**src/mp3_panel_defs.svh**
```systemverilog
`ifndef MP3_PANEL_DEFS_SVH
`define MP3_PANEL_DEFS_SVH

////////////////////////////////////////
// screen geometry
////////////////////////////////////////

`define PANEL_H_RES        640
`define PANEL_V_RES        480

// one drawing unit is a 64th of the screen height
`define PANEL_SQ           (`PANEL_V_RES / 64)

// anchor with the board held level
`define PANEL_SX_DEF       (`PANEL_H_RES / 2)
`define PANEL_SY_DEF       ((`PANEL_V_RES / 2) + (`PANEL_V_RES / 4))

////////////////////////////////////////
// widths
////////////////////////////////////////

`define PANEL_COORD_W      16
`define PANEL_TILT_W       8
`define PANEL_COLOR_W      4
`define PANEL_VOL_LVL_W    4

////////////////////////////////////////
// layout and timing
////////////////////////////////////////

// horizontal distances from the play icon
`define PANEL_TRACK_OFS    (16 * `PANEL_SQ)
`define PANEL_VOL_OFS      (36 * `PANEL_SQ)

// extra pixels around a highlight frame
`define PANEL_FRAME_MARGIN 3
`define PANEL_VOL_SEGS     8

// highlight hold after a track button press, in cycles
`define PANEL_HOLD_CYCLES  50

`endif

```
**src/mp3_panel_pkg.sv**
```systemverilog
`include "mp3_panel_defs.svh"

package mp3_panel_pkg;

    // signed screen coordinate
    // shapes near the left or top edge can go negative
    typedef logic signed [`PANEL_COORD_W-1:0] coord_t;

    typedef struct packed {
        logic [`PANEL_COLOR_W-1:0] red;
        logic [`PANEL_COLOR_W-1:0] green;
        logic [`PANEL_COLOR_W-1:0] blue;
    } rgb_t;

    // track button highlight FSM
    typedef enum logic {
        HOLD_IDLE,
        HOLD_ACTIVE
    } hold_state_t;

    // what a pixel shows, highest priority first
    typedef enum logic [1:0] {
        PAINT_ICON,
        PAINT_FRAME,
        PAINT_VOL,
        PAINT_NONE
    } paint_t;

endpackage

```
**src/pixel_hits_if.sv**
```systemverilog
interface pixel_hits_if;

    // registered shape hits for one pixel
    logic icon_hit;
    logic next_frame_hit;
    logic pre_frame_hit;
    logic vol_hit;

    modport shapes (
        output icon_hit,
        output next_frame_hit,
        output pre_frame_hit,
        output vol_hit
    );

    modport mixer (
        input icon_hit,
        input next_frame_hit,
        input pre_frame_hit,
        input vol_hit
    );

endinterface

```
**src/panel_anchor.sv**
```systemverilog
`include "mp3_panel_defs.svh"

module panel_anchor (
    input  logic                            clk,
    input  logic                            rst_n,
    input  logic signed [`PANEL_TILT_W-1:0] i_tilt_x,
    input  logic signed [`PANEL_TILT_W-1:0] i_tilt_y,
    output mp3_panel_pkg::coord_t           o_sx,
    output mp3_panel_pkg::coord_t           o_sy
);

    localparam mp3_panel_pkg::coord_t SX_DEF = mp3_panel_pkg::coord_t'(`PANEL_SX_DEF);
    localparam mp3_panel_pkg::coord_t SY_DEF = mp3_panel_pkg::coord_t'(`PANEL_SY_DEF);

    mp3_panel_pkg::coord_t tgt_x;
    mp3_panel_pkg::coord_t tgt_y;
    mp3_panel_pkg::coord_t sx_q;
    mp3_panel_pkg::coord_t sy_q;

    // one pixel toward the target, or stay
    function automatic mp3_panel_pkg::coord_t step_toward(
        input mp3_panel_pkg::coord_t cur,
        input mp3_panel_pkg::coord_t tgt
    );
        if (cur < tgt) begin
            return cur + mp3_panel_pkg::coord_t'(1);
        end else if (cur > tgt) begin
            return cur - mp3_panel_pkg::coord_t'(1);
        end
        return cur;
    endfunction

    ////////////////////////////////////////
    // tilt to target
    ////////////////////////////////////////

    // tilt y slides the panel sideways, tilt x up and down
    assign tgt_x = SX_DEF - mp3_panel_pkg::coord_t'(i_tilt_y);
    assign tgt_y = SY_DEF + mp3_panel_pkg::coord_t'(i_tilt_x);

    ////////////////////////////////////////
    // tracker
    ////////////////////////////////////////

    always_ff @(posedge clk or negedge rst_n) begin
        if (!rst_n) begin
            sx_q <= SX_DEF;
            sy_q <= SY_DEF;
        end else begin
            sx_q <= step_toward(sx_q, tgt_x);
            sy_q <= step_toward(sy_q, tgt_y);
        end
    end

    assign o_sx = sx_q;
    assign o_sy = sy_q;

endmodule

```
**src/button_hold.sv**
```systemverilog
`include "mp3_panel_defs.svh"

module button_hold (
    input  logic clk,
    input  logic rst_n,
    input  logic i_press,
    output logic o_highlight
);

    localparam int CNT_W = $clog2(`PANEL_HOLD_CYCLES + 1);
    localparam logic [CNT_W-1:0] HOLD_LAST = CNT_W'(`PANEL_HOLD_CYCLES);

    mp3_panel_pkg::hold_state_t state_q;
    mp3_panel_pkg::hold_state_t state_d;
    logic [CNT_W-1:0]           cnt_q;
    logic [CNT_W-1:0]           cnt_d;

    always_comb begin
        state_d = state_q;
        cnt_d   = cnt_q;
        case (state_q)
            mp3_panel_pkg::HOLD_IDLE: begin
                if (i_press) begin
                    state_d = mp3_panel_pkg::HOLD_ACTIVE;
                    cnt_d   = '0;
                end
            end
            mp3_panel_pkg::HOLD_ACTIVE: begin
                // presses are ignored until the hold expires
                if (cnt_q == HOLD_LAST) begin
                    state_d = mp3_panel_pkg::HOLD_IDLE;
                    cnt_d   = '0;
                end else begin
                    cnt_d = cnt_q + 1'b1;
                end
            end
            default: begin
                state_d = mp3_panel_pkg::HOLD_IDLE;
                cnt_d   = '0;
            end
        endcase
    end

    always_ff @(posedge clk or negedge rst_n) begin
        if (!rst_n) begin
            state_q <= mp3_panel_pkg::HOLD_IDLE;
            cnt_q   <= '0;
        end else begin
            state_q <= state_d;
            cnt_q   <= cnt_d;
        end
    end

    // high for HOLD_CYCLES+1 cycles per accepted press
    assign o_highlight = (state_q == mp3_panel_pkg::HOLD_ACTIVE);

endmodule

```
**src/panel_shapes.sv**
```systemverilog
`include "mp3_panel_defs.svh"

module panel_shapes (
    input  logic                        clk,
    input  logic                        rst_n,
    input  mp3_panel_pkg::coord_t       i_x,
    input  mp3_panel_pkg::coord_t       i_y,
    input  mp3_panel_pkg::coord_t       i_sx,
    input  mp3_panel_pkg::coord_t       i_sy,
    input  logic                        i_pause,
    input  logic                        i_next_hl,
    input  logic                        i_pre_hl,
    input  logic                        i_vol_plus,
    input  logic                        i_vol_dec,
    input  logic [`PANEL_VOL_LVL_W-1:0] i_vol_level,
    pixel_hits_if.shapes                o_hits
);

    localparam mp3_panel_pkg::coord_t SQ  = mp3_panel_pkg::coord_t'(`PANEL_SQ);
    localparam mp3_panel_pkg::coord_t SQ2 = mp3_panel_pkg::coord_t'(2 * `PANEL_SQ);
    localparam mp3_panel_pkg::coord_t SQ3 = mp3_panel_pkg::coord_t'(3 * `PANEL_SQ);
    localparam mp3_panel_pkg::coord_t SQ4 = mp3_panel_pkg::coord_t'(4 * `PANEL_SQ);
    localparam mp3_panel_pkg::coord_t TRK = mp3_panel_pkg::coord_t'(`PANEL_TRACK_OFS);
    localparam mp3_panel_pkg::coord_t VOL = mp3_panel_pkg::coord_t'(`PANEL_VOL_OFS);
    localparam mp3_panel_pkg::coord_t MRG = mp3_panel_pkg::coord_t'(`PANEL_FRAME_MARGIN);

    mp3_panel_pkg::coord_t      nx;
    mp3_panel_pkg::coord_t      px;
    mp3_panel_pkg::coord_t      vx;
    mp3_panel_pkg::coord_t      vb;
    mp3_panel_pkg::coord_t      d;
    logic                       icon_rows;
    logic                       play_hit;
    logic                       pause_hit;
    logic                       next_hit;
    logic                       pre_hit;
    logic                       frame_rows;
    logic                       vol_col;
    logic [`PANEL_VOL_SEGS-1:0] seg_rows;
    logic [`PANEL_VOL_SEGS-1:0] lit_mask;

    // anchors of the side icons and the volume bar
    assign nx = i_sx + TRK;
    assign px = i_sx - TRK;
    assign vx = i_sx + VOL;
    assign vb = i_sy - SQ;

    ////////////////////////////////////////
    // icons
    ////////////////////////////////////////

    assign icon_rows = (i_y >= i_sy) && (i_y < i_sy + SQ4);

    // triangle half width, grows to the middle row then shrinks
    assign d = (i_y <= i_sy + SQ2) ? (i_y - i_sy) : (i_sy + SQ4 - i_y);

    assign play_hit  = (i_x >= i_sx) && (i_x < i_sx + d);
    assign pause_hit = ((i_x >= i_sx) && (i_x < i_sx + SQ)) ||
                       ((i_x >= i_sx + SQ2) && (i_x < i_sx + SQ3));

    // triangle plus a bar on the side it points away from
    assign next_hit = ((i_x >= nx) && (i_x < nx + d)) ||
                      ((i_x >= nx - SQ2) && (i_x < nx - SQ));
    assign pre_hit  = ((i_x >= px + SQ2 - d) && (i_x < px + SQ2)) ||
                      ((i_x >= px + SQ3) && (i_x < px + SQ4));

    assign frame_rows = (i_y >= i_sy - MRG) && (i_y < i_sy + SQ4 + MRG);

    ////////////////////////////////////////
    // volume bar
    ////////////////////////////////////////

    assign vol_col = (i_x >= vx) && (i_x < vx + SQ2);

    // segment 0 sits at the bottom, one unit gap between segments
    for (genvar k = 0; k < `PANEL_VOL_SEGS; k++) begin : g_seg
        assign seg_rows[k] =
            (i_y >= vb - mp3_panel_pkg::coord_t'((2 * k + 1) * `PANEL_SQ)) &&
            (i_y <  vb - mp3_panel_pkg::coord_t'(2 * k * `PANEL_SQ));
    end

    // 8 - level segments lit, none once the level passes 8
    assign lit_mask = {`PANEL_VOL_SEGS{1'b1}} >> i_vol_level;

    always_ff @(posedge clk or negedge rst_n) begin
        if (!rst_n) begin
            o_hits.icon_hit       <= 1'b0;
            o_hits.next_frame_hit <= 1'b0;
            o_hits.pre_frame_hit  <= 1'b0;
            o_hits.vol_hit        <= 1'b0;
        end else begin
            o_hits.icon_hit       <= icon_rows &&
                                     ((i_pause ? play_hit : pause_hit) || next_hit || pre_hit);
            o_hits.next_frame_hit <= i_next_hl && frame_rows &&
                                     (i_x >= nx - SQ2 - MRG) && (i_x < nx + SQ2 + MRG);
            o_hits.pre_frame_hit  <= i_pre_hl && frame_rows &&
                                     (i_x >= px - MRG) && (i_x < px + SQ4 + MRG);
            o_hits.vol_hit        <= (i_vol_plus || i_vol_dec) && vol_col &&
                                     (|(seg_rows & lit_mask));
        end
    end

endmodule

```
**src/pixel_mixer.sv**
```systemverilog
`include "mp3_panel_defs.svh"

module pixel_mixer (
    input  logic                      clk,
    input  logic                      rst_n,
    pixel_hits_if.mixer               i_hits,
    output logic [`PANEL_COLOR_W-1:0] o_red,
    output logic [`PANEL_COLOR_W-1:0] o_green,
    output logic [`PANEL_COLOR_W-1:0] o_blue
);

    localparam mp3_panel_pkg::rgb_t WHITE  = '{red: '1, green: '1, blue: '1};
    localparam mp3_panel_pkg::rgb_t YELLOW = '{red: '1, green: '1, blue: '0};
    localparam mp3_panel_pkg::rgb_t BLACK  = '{red: '0, green: '0, blue: '0};

    mp3_panel_pkg::paint_t paint;
    mp3_panel_pkg::rgb_t   rgb_d;
    mp3_panel_pkg::rgb_t   rgb_q;

    // icons sit on top of the frames
    always_comb begin
        if (i_hits.icon_hit) begin
            paint = mp3_panel_pkg::PAINT_ICON;
        end else if (i_hits.next_frame_hit || i_hits.pre_frame_hit) begin
            paint = mp3_panel_pkg::PAINT_FRAME;
        end else if (i_hits.vol_hit) begin
            paint = mp3_panel_pkg::PAINT_VOL;
        end else begin
            paint = mp3_panel_pkg::PAINT_NONE;
        end
    end

    always_comb begin
        case (paint)
            mp3_panel_pkg::PAINT_ICON:  rgb_d = WHITE;
            mp3_panel_pkg::PAINT_FRAME: rgb_d = YELLOW;
            mp3_panel_pkg::PAINT_VOL:   rgb_d = WHITE;
            default:                    rgb_d = BLACK;
        endcase
    end

    ////////////////////////////////////////
    // output register
    ////////////////////////////////////////

    always_ff @(posedge clk or negedge rst_n) begin
        if (!rst_n) begin
            rgb_q <= BLACK;
        end else begin
            rgb_q <= rgb_d;
        end
    end

    assign o_red   = rgb_q.red;
    assign o_green = rgb_q.green;
    assign o_blue  = rgb_q.blue;

endmodule

```
**src/mp3_panel_overlay.sv**
```systemverilog
`include "mp3_panel_defs.svh"

module mp3_panel_overlay (
    input  logic                            clk,
    input  logic                            rst_n,
    input  mp3_panel_pkg::coord_t           i_x,
    input  mp3_panel_pkg::coord_t           i_y,
    input  logic signed [`PANEL_TILT_W-1:0] i_tilt_x,
    input  logic signed [`PANEL_TILT_W-1:0] i_tilt_y,
    input  logic                            i_next,
    input  logic                            i_pre,
    input  logic                            i_pause,
    input  logic                            i_vol_plus,
    input  logic                            i_vol_dec,
    input  logic [`PANEL_VOL_LVL_W-1:0]     i_vol_level,
    output logic [`PANEL_COLOR_W-1:0]       o_red,
    output logic [`PANEL_COLOR_W-1:0]       o_green,
    output logic [`PANEL_COLOR_W-1:0]       o_blue
);

    // panel anchor and track highlights
    mp3_panel_pkg::coord_t sx;
    mp3_panel_pkg::coord_t sy;
    logic                  next_hl;
    logic                  pre_hl;

    // stage 1 to stage 2
    pixel_hits_if u_hits ();

    panel_anchor u_anchor (
        .clk      (clk),
        .rst_n    (rst_n),
        .i_tilt_x (i_tilt_x),
        .i_tilt_y (i_tilt_y),
        .o_sx     (sx),
        .o_sy     (sy)
    );

    button_hold u_next_hold (
        .clk         (clk),
        .rst_n       (rst_n),
        .i_press     (i_next),
        .o_highlight (next_hl)
    );

    button_hold u_pre_hold (
        .clk         (clk),
        .rst_n       (rst_n),
        .i_press     (i_pre),
        .o_highlight (pre_hl)
    );

    panel_shapes u_shapes (
        .clk         (clk),
        .rst_n       (rst_n),
        .i_x         (i_x),
        .i_y         (i_y),
        .i_sx        (sx),
        .i_sy        (sy),
        .i_pause     (i_pause),
        .i_next_hl   (next_hl),
        .i_pre_hl    (pre_hl),
        .i_vol_plus  (i_vol_plus),
        .i_vol_dec   (i_vol_dec),
        .i_vol_level (i_vol_level),
        .o_hits      (u_hits.shapes)
    );

    pixel_mixer u_mixer (
        .clk     (clk),
        .rst_n   (rst_n),
        .i_hits  (u_hits.mixer),
        .o_red   (o_red),
        .o_green (o_green),
        .o_blue  (o_blue)
    );

endmodule

```
**config.mk**
```make
export PLATFORM = sky130hd
export DESIGN_NAME = mp3_panel_overlay
export DESIGN_NICKNAME = d
export VERILOG_FILES = /design/src/mp3_panel_pkg.sv /design/src/pixel_hits_if.sv /design/src/panel_anchor.sv /design/src/button_hold.sv /design/src/panel_shapes.sv /design/src/pixel_mixer.sv /design/src/mp3_panel_overlay.sv
export VERILOG_INCLUDE_DIRS = /design/src
export SDC_FILE = /design/constraint.sdc
export NUM_CORES = 1
export LEC_CHECK = 0
export BUFFER_PORTS_ARGS = -buffer_cell sky130_fd_sc_hd__buf_4
export CAP_MARGIN = 15
export CORE_MARGIN = 8
export CORE_UTILIZATION = 50
export CTS_BUF_LIST = sky130_fd_sc_hd__clkbuf_16
export CTS_CLUSTER_DIAMETER = 150
export DETAILED_ROUTE_END_ITERATION = 12
export PLACE_DENSITY = 0.62
export SYNTH_ARGS = -nofsm -noshare
export SYNTH_HDL_FRONTEND = slang
export SYNTH_HIERARCHICAL = 1
export SYNTH_SLANG_ARGS = --single-unit
export TNS_END_PERCENT = 1
```
**constraint.sdc**
```tcl
create_clock -name clk -period 16 [get_ports clk]
set_input_delay 2.4 -clock clk [delete_from_list [all_inputs] [get_ports clk]]
set_output_delay 2.4 -clock clk [all_outputs]
set_load 0.005 [all_outputs]
```
Word level (Yosys, flattened, before mapping). Cells that the tools add are included.

Register bits: 62. Bits of input ports: 59.

Add/sub/neg operators: 50. $lt $le $gt $ge: 44. Eq/ne operators: 6. Shift-type cells: 1. Mux-type cells: 26. Bitwise operators: 3. Reductions and logical operators: 37.

Operator list (count): 16-bit less-than comparator (22); 16-bit greater-or-equal comparator (19); 16-bit by 8-bit subtractor with 16-bit output (second input constant) (7); 16-bit by 5-bit adder with 16-bit output (second input constant) (5); 16-bit two-way mux (5); 16-bit by 7-bit subtractor with 16-bit output (second input constant) (5); 16-bit by 6-bit adder with 16-bit output (second input constant) (4); 16-bit by 3-bit adder with 16-bit output (second input constant) (3); 16-bit subtractor (3); 16-bit by 3-bit subtractor with 16-bit output (second input constant) (3); 16-bit by 4-bit subtractor with 16-bit output (second input constant) (3); 16-bit adder (2); 16-bit by 2-bit adder with 16-bit output (second input constant) (2); 16-bit > comparator (2); 16-bit by 2-bit subtractor with 16-bit output (second input constant) (2); 16-bit by 5-bit subtractor with 16-bit output (second input constant) (2); 16-bit by 6-bit subtractor with 16-bit output (second input constant) (2); 1-bit logical AND (27); 6-bit two-way mux (4); 12-bit case mux with 2 select lines (1); 6-bit case mux with 2 select lines (2); 16-bit by 4-bit adder with 16-bit output (second input constant) (1); 16-bit by 8-bit adder with 16-bit output (second input constant) (1); 16-bit by 9-bit adder with 16-bit output (second input constant) (1); 18 further kinds (39).

Depth between registers and ports, before layout.
Word-level depth: 10. Depth in mapped cells: 37.

Hierarchy. The synthesis kept the hierarchy.

By module, submodules not included: panel_shapes (instances 1, cells an instance 3091, area an instance 23142.2 um^2); panel_anchor (instances 1, cells an instance 352, area an instance 2969.1 um^2); button_hold (instances 2, cells an instance 37, area an instance 355.3 um^2); pixel_mixer (instances 1, cells an instance 16, area an instance 146.4 um^2).

Worst setup path before layout. No wires, ideal clock.

Kind: in2reg. Start: in i_y[0]. End: reg u_shapes.o_hits.icon_hit. Library setup time: 0.134 ns. Arrival time: 8.303 ns. Slack: 7.563 ns. Cell stages on the path: 29. Buffers on the path: 0. Path through: inv_1 -> ha_1 -> fa_1 -> nand3b_1 -> a21oi_1 -> o31a_1 -> nor3_1 -> nor2_1 -> mux2_2 -> inv_1 -> ha_1 -> a21o_1 -> a21oi_1 -> nand2b_1 -> a21oi_1 -> nor2_1 -> a2111oi_0 -> o311a_1 -> o41a_1 -> o41ai_1 -> a2111oi_2 -> ha_1 -> nand4_1 -> o31ai_1 -> o41ai_1 -> mux2_2 -> o22ai_1 -> a2111oi_0 -> a21oi_1.

Cells in the longest elaborated chain, start to end: 9. Elaborated cells on any way between the ends: 22.

RTL lines: start: declaration (line mp3_panel_overlay.sv:7) `input mp3_panel_pkg::coord_t i_y,`; 16-bit subtractor or 16-bit <= comparator (tied branches) (line panel_shapes.sv:55) `assign d = (i_y <= i_sy + SQ2) ? (i_y - i_sy) : (i_sy + SQ4 - i_y);`; 16-bit two-way mux (line panel_shapes.sv:55); 16-bit adder (on tied branches) (line panel_shapes.sv:57, panel_shapes.sv:62); 16-bit less-than comparator (on tied branches) (line panel_shapes.sv:57, panel_shapes.sv:62); 1-bit logical AND (on tied branches) (line panel_shapes.sv:57, panel_shapes.sv:62); 1-bit two-way mux or 1-bit logical OR (tied branches) (line panel_shapes.sv:93, panel_shapes.sv:62); 1-bit logical OR (2 in a row) (line panel_shapes.sv:93) `((i_pause ? play_hit : pause_hit) || next_hit || pre_hit);`; 1-bit logical AND * (line panel_shapes.sv:92) `o_hits.icon_hit <= icon_rows &&`; end signal: assignment (line panel_shapes.sv:92); end: declaration (line pixel_hits_if.sv:10) `output icon_hit,`.

Mark *: on every way between the ends. The rest lies on a longest branch, timed or not. A chain may end at the register's enable or synchronous reset.

Worst setup path in the final report.
Start: reg u_anchor.sy_q[2] (netlist: u_anchor/o_sy[2]). End: reg u_shapes.o_hits.icon_hit.

Cells in the longest elaborated chain, start to end: 10. Elaborated cells on any way between the ends: 24.

RTL lines: start: declaration (line panel_anchor.sv:18) `mp3_panel_pkg::coord_t sy_q;`; start signal: assignment (line panel_anchor.sv:51) `sy_q <= step_toward(sy_q, tgt_y);`; 16-bit by 6-bit adder with 16-bit output or 16-bit by 5-bit adder with 16-bit output (tied branches) (line panel_shapes.sv:52, panel_shapes.sv:55); 16-bit subtractor or 16-bit <= comparator (tied branches) (line panel_shapes.sv:55); 16-bit two-way mux (line panel_shapes.sv:55); 16-bit adder (on tied branches) (line panel_shapes.sv:57, panel_shapes.sv:62); 16-bit less-than comparator (on tied branches) (line panel_shapes.sv:57, panel_shapes.sv:62); 1-bit logical AND (on tied branches) (line panel_shapes.sv:57, panel_shapes.sv:62); 1-bit two-way mux or 1-bit logical OR (tied branches) (line panel_shapes.sv:93, panel_shapes.sv:62); 1-bit logical OR (2 in a row) (line panel_shapes.sv:93); 1-bit logical AND * (line panel_shapes.sv:92).

Marked as above.

==> flow_metrics.py <==
metrics = {
    "yosys": {
        "synth_cell_types": 105,
        "synth_area_per_cell_um2": 7.63,
        "synth_mux_area_frac": 0.0175,
        "synth_top_family_by_area": "adder cells",
        "seq_area_frac_synth": 0.0485,
        "synthAdderAreaFrac": 0.314,
        "synth-simple-area-share": 0.215,
        "synth_xor_area_frac": 0.175,
        "synth_cells": 3533,
        "ys_seq_elements": 52,
        "async_reset_ff_frac": 1.00,
        "yosys_warnings": 6,
        "netlist_area_um2": 27000,
        "yosys_most_used_dff": "dfrtp_1",
        "synth-edff-count": 0,
        "synth_compound_area_frac": 0.184,
        "synth_fp_nets": 4264,
    },
    "grt": {
        "grt_pass1_vias": 26100,
        "antenna_found_initial": 1,
        "track_usage": 0.302,
        "grt_max_degree": 53,
        "grt.overflow.total": 0,
        "grt_pass1_wl_um": 147000,
    },
    "cells_and_area": {
        "final_design_area_no_fill_um2": 28500,
        "area.growth.synth_to_final_pct": 5.56,
        "nNetsFinal": 4290,
        "fin_cells": 4258,
        "drive_above_1_share": 0.0624,
    },
    "die": {
        "core_region_area_um2": 53600,
        "fp.dieW_um": 248,
        "rows": 85,
        "die_h_um": 248,
        "initial_utilization": 0.503,
        "pin_count": 71,
        "die_area_um2": 61600,
    },
    "detailed_routing": {
        "post_drt_wl_per_cell_um": 22.6,
        "via_count": 26700,
        "via_per_inst": 6.27,
        "dr.pass1.iters": 5,
        "first_iter_violations": 2172,
        "drc": 0,
        "drtAntennaViolNets": 0,
        "drt_wl_total_um": 96300,
    },
    "worst_setup_path": {
        "slowest_stage": "nor4_1",
        "arrival_ns": 9.95,
        "crit_path_frequent_cell": "ha_1",
        "cp.required_ns": 16.17,
        "critPathLaunch": "u_anchor/o_sy[2]",
        "path_max_fanout": 20,
        "crit_type": "flip-flop to flip-flop",
        "cpPeakStageDelay_ns": 0.92,
        "end_kind": "flip-flop",
        "reg2reg_from": "u_anchor/o_sy[2]",
        "cp-start-kind": "flip-flop",
    },
    "placed_design": {
        "post-dp-hpwl_um": 75800,
        "gp_congestion": 0.991,
        "io_buffers": 70,
        "postPlaceCellArea_um2": 28300,
        "dp.cells": 4248,
    },
    "clock_network": {
        "clock-sinks": 52,
        "postCtsSetupBuffers": 0,
        "post_cts_resized": 0,
        "cts_buffer_depth": 2,
        "cts_hold_buf": 0,
        "clk-insertion-delay-late_ns": 0.30,
        "clockRootBuffer": "clkbuf_16",
        "clkSlewWorstSetupHoldPaths_ns": 0.07,
        "cts_buffers": 5,
        "cts_max_level": 2,
        "cts_tree": "done",
    },
    "sta": {
        "drv_slew": 0,
        "worst_slew_pin_slew_ns": 1.30,
        "post-route-period-util": 0.611,
        "hold_violations": 0,
        "whs_ns": 0.451,
        "relSlewSlack": 0.125,
        "rsz0062_at_grt": "no",
        "fin_skew_ns": 0.0117,
        "setup_viol": 0,
        "period_minus_slack_ns": 9.77,
        "setup_tns_ns": 0,
        "fmax_mhz": 102,
    },
    "min_path": {
        "hold_start": "u_shapes/o_hits.vol_hit",
        "min_path_type": "flip-flop to flip-flop",
    },
    "outcome": {
        "status": "finished clean",
    },
    "pwr": {
        "p_total_uw": 740,
        "power_density_nw_per_um2": 26.0,
        "ir_worst_vdd_mv": 0.0372,
        "p_leak_uw": 0.0132,
    },
    "run": {
        "drv_cap": 0,
    },
}
## final timing paths
path | endpoint | depth (start not counted) | slack (ns)
min reg2reg | u_mixer/o_green[2] | 2 | 0.45
max in group asynchronous | u_anchor/o_sy[12] | 1 | 13.37
min | u_mixer/o_green[2] | 2 | 0.45
max reg2reg | u_shapes/o_hits.icon_hit | 34 | 6.23
max | u_shapes/o_hits.icon_hit | 34 | 6.23
min in group asynchronous | u_anchor/o_sx[10] | 1 | 2.13
## cells in the mapped netlist (18+ instances only)
library cell	instances	area [um2]
a211oi_1	36	270
a21o_1	104	781
a21oi_1	224	1120
a31oi_1	22	138
and2_1	19	119
and3_1	33	206
buf_1	18	67.6
clkbuf_1	42	158
dfrtp_1	46	1150
ha_1	667	8350
inv_1	197	739
mux2_2	28	315
nand2_1	241	905
nand2b_1	49	307
nand3_1	110	551
nand4_1	87	544
nor2_1	308	1160
nor2b_1	72	450
nor3_1	94	470
nor4_1	31	194
o211ai_1	18	135
o21a_1	39	293
o21ai_0	165	826
or3_1	24	150
xnor2_1	390	3420
xor2_1	134	1170
## worst max-delay path, delay by kind of cell (launching register included)
family	cells	cell delay, ns
compound gates	15	3.67
simple gates	9	2.42
fa+ha+maj	4	1.28
flops	1	0.75
buf+inv	3	0.70
mux	2	0.64
xor+xnor	1	0.17
## routing by layer
layer  up-vias  part of all wire  GRT usage
li1      12800                 -          -
met1     12600              0.43      0.376
met2      1041              0.47      0.519
met3       244             0.055     0.0267
met4         0             0.052      0.149
met5         -                 0          0
## kinds of logic after synthesis
family / count (synthesis)
and+or+nand+nor: 1154
buffers and inverters: 308
adders and majority gates: 673
AOI/OAI and AO/OA: 772
DFF: 52
muxes: 43
xor gates and xnor gates: 531
## metrics by stage
step	worst slack [ns]	util
3_5_place_dp	6.47	0.528
3_3_place_gp	6.78	0.528
4_1_cts	6.48	0.531
2_1_floorplan	7.56	-
5_1_grt	5.74	0.531
6_report	6.23	0.531
## flip-flops by register name, summed over array words and instances, names as in the netlist, 6 cells and up
name	cells
u_anchor/o_sy	16
u_pre_hold/cnt_q	6
u_anchor/o_sx	16
u_next_hold/cnt_q	6
## layout make-up
| type | count | area (um2) |
|---|---|---|
| clock inverters | 3 | 42.5 |
| inverters | 217 | 815 |
| repair buffers | 110 | 826 |
| fillers | 5222 | 25100 |
| diodes | 2 | 5.00 |
| clock buffers | 5 | 125 |
| flip-flops and latches | 52 | 1310 |
| well taps | 696 | 871 |
| multi-input cells | 3173 | 24500 |
## power by group
part           internal (uW)  leakage (uW)  total (uW)  switching (uW)
clock network           73.9     0.0000856         125            50.7
registers                133      0.000599         136            2.30
logic                    200        0.0125         480             279
## cells in the final DEF, fill, tap and decap left out, types with 13 or more instances in the layout
master       n
nor4_1      31
xnor2_1    380
a2111oi_0   15
o21a_1      39
nor2b_1     72
a21boi_0    17
dfrtp_1     46
and3_1      33
nand4_1     87
and2_1      19
mux2_2      28
a31oi_1     22
o211ai_1    18
or3_1       24
mux2i_1     13
o2111ai_1   13
inv_1      198
buf_4      110
a211oi_1    36
nand2b_1    49
nand2_1    241
o31ai_1     14
xnor2_2     15
a21o_1     104
xor2_1     134
or2_2       15
o21bai_1    15
nor2_1     308
ha_1       667
nor3_1      94
o21ai_0    165
clkinv_1    13
nand3_1    110
a21oi_1    224
Power figures use the tool's default switching activity.
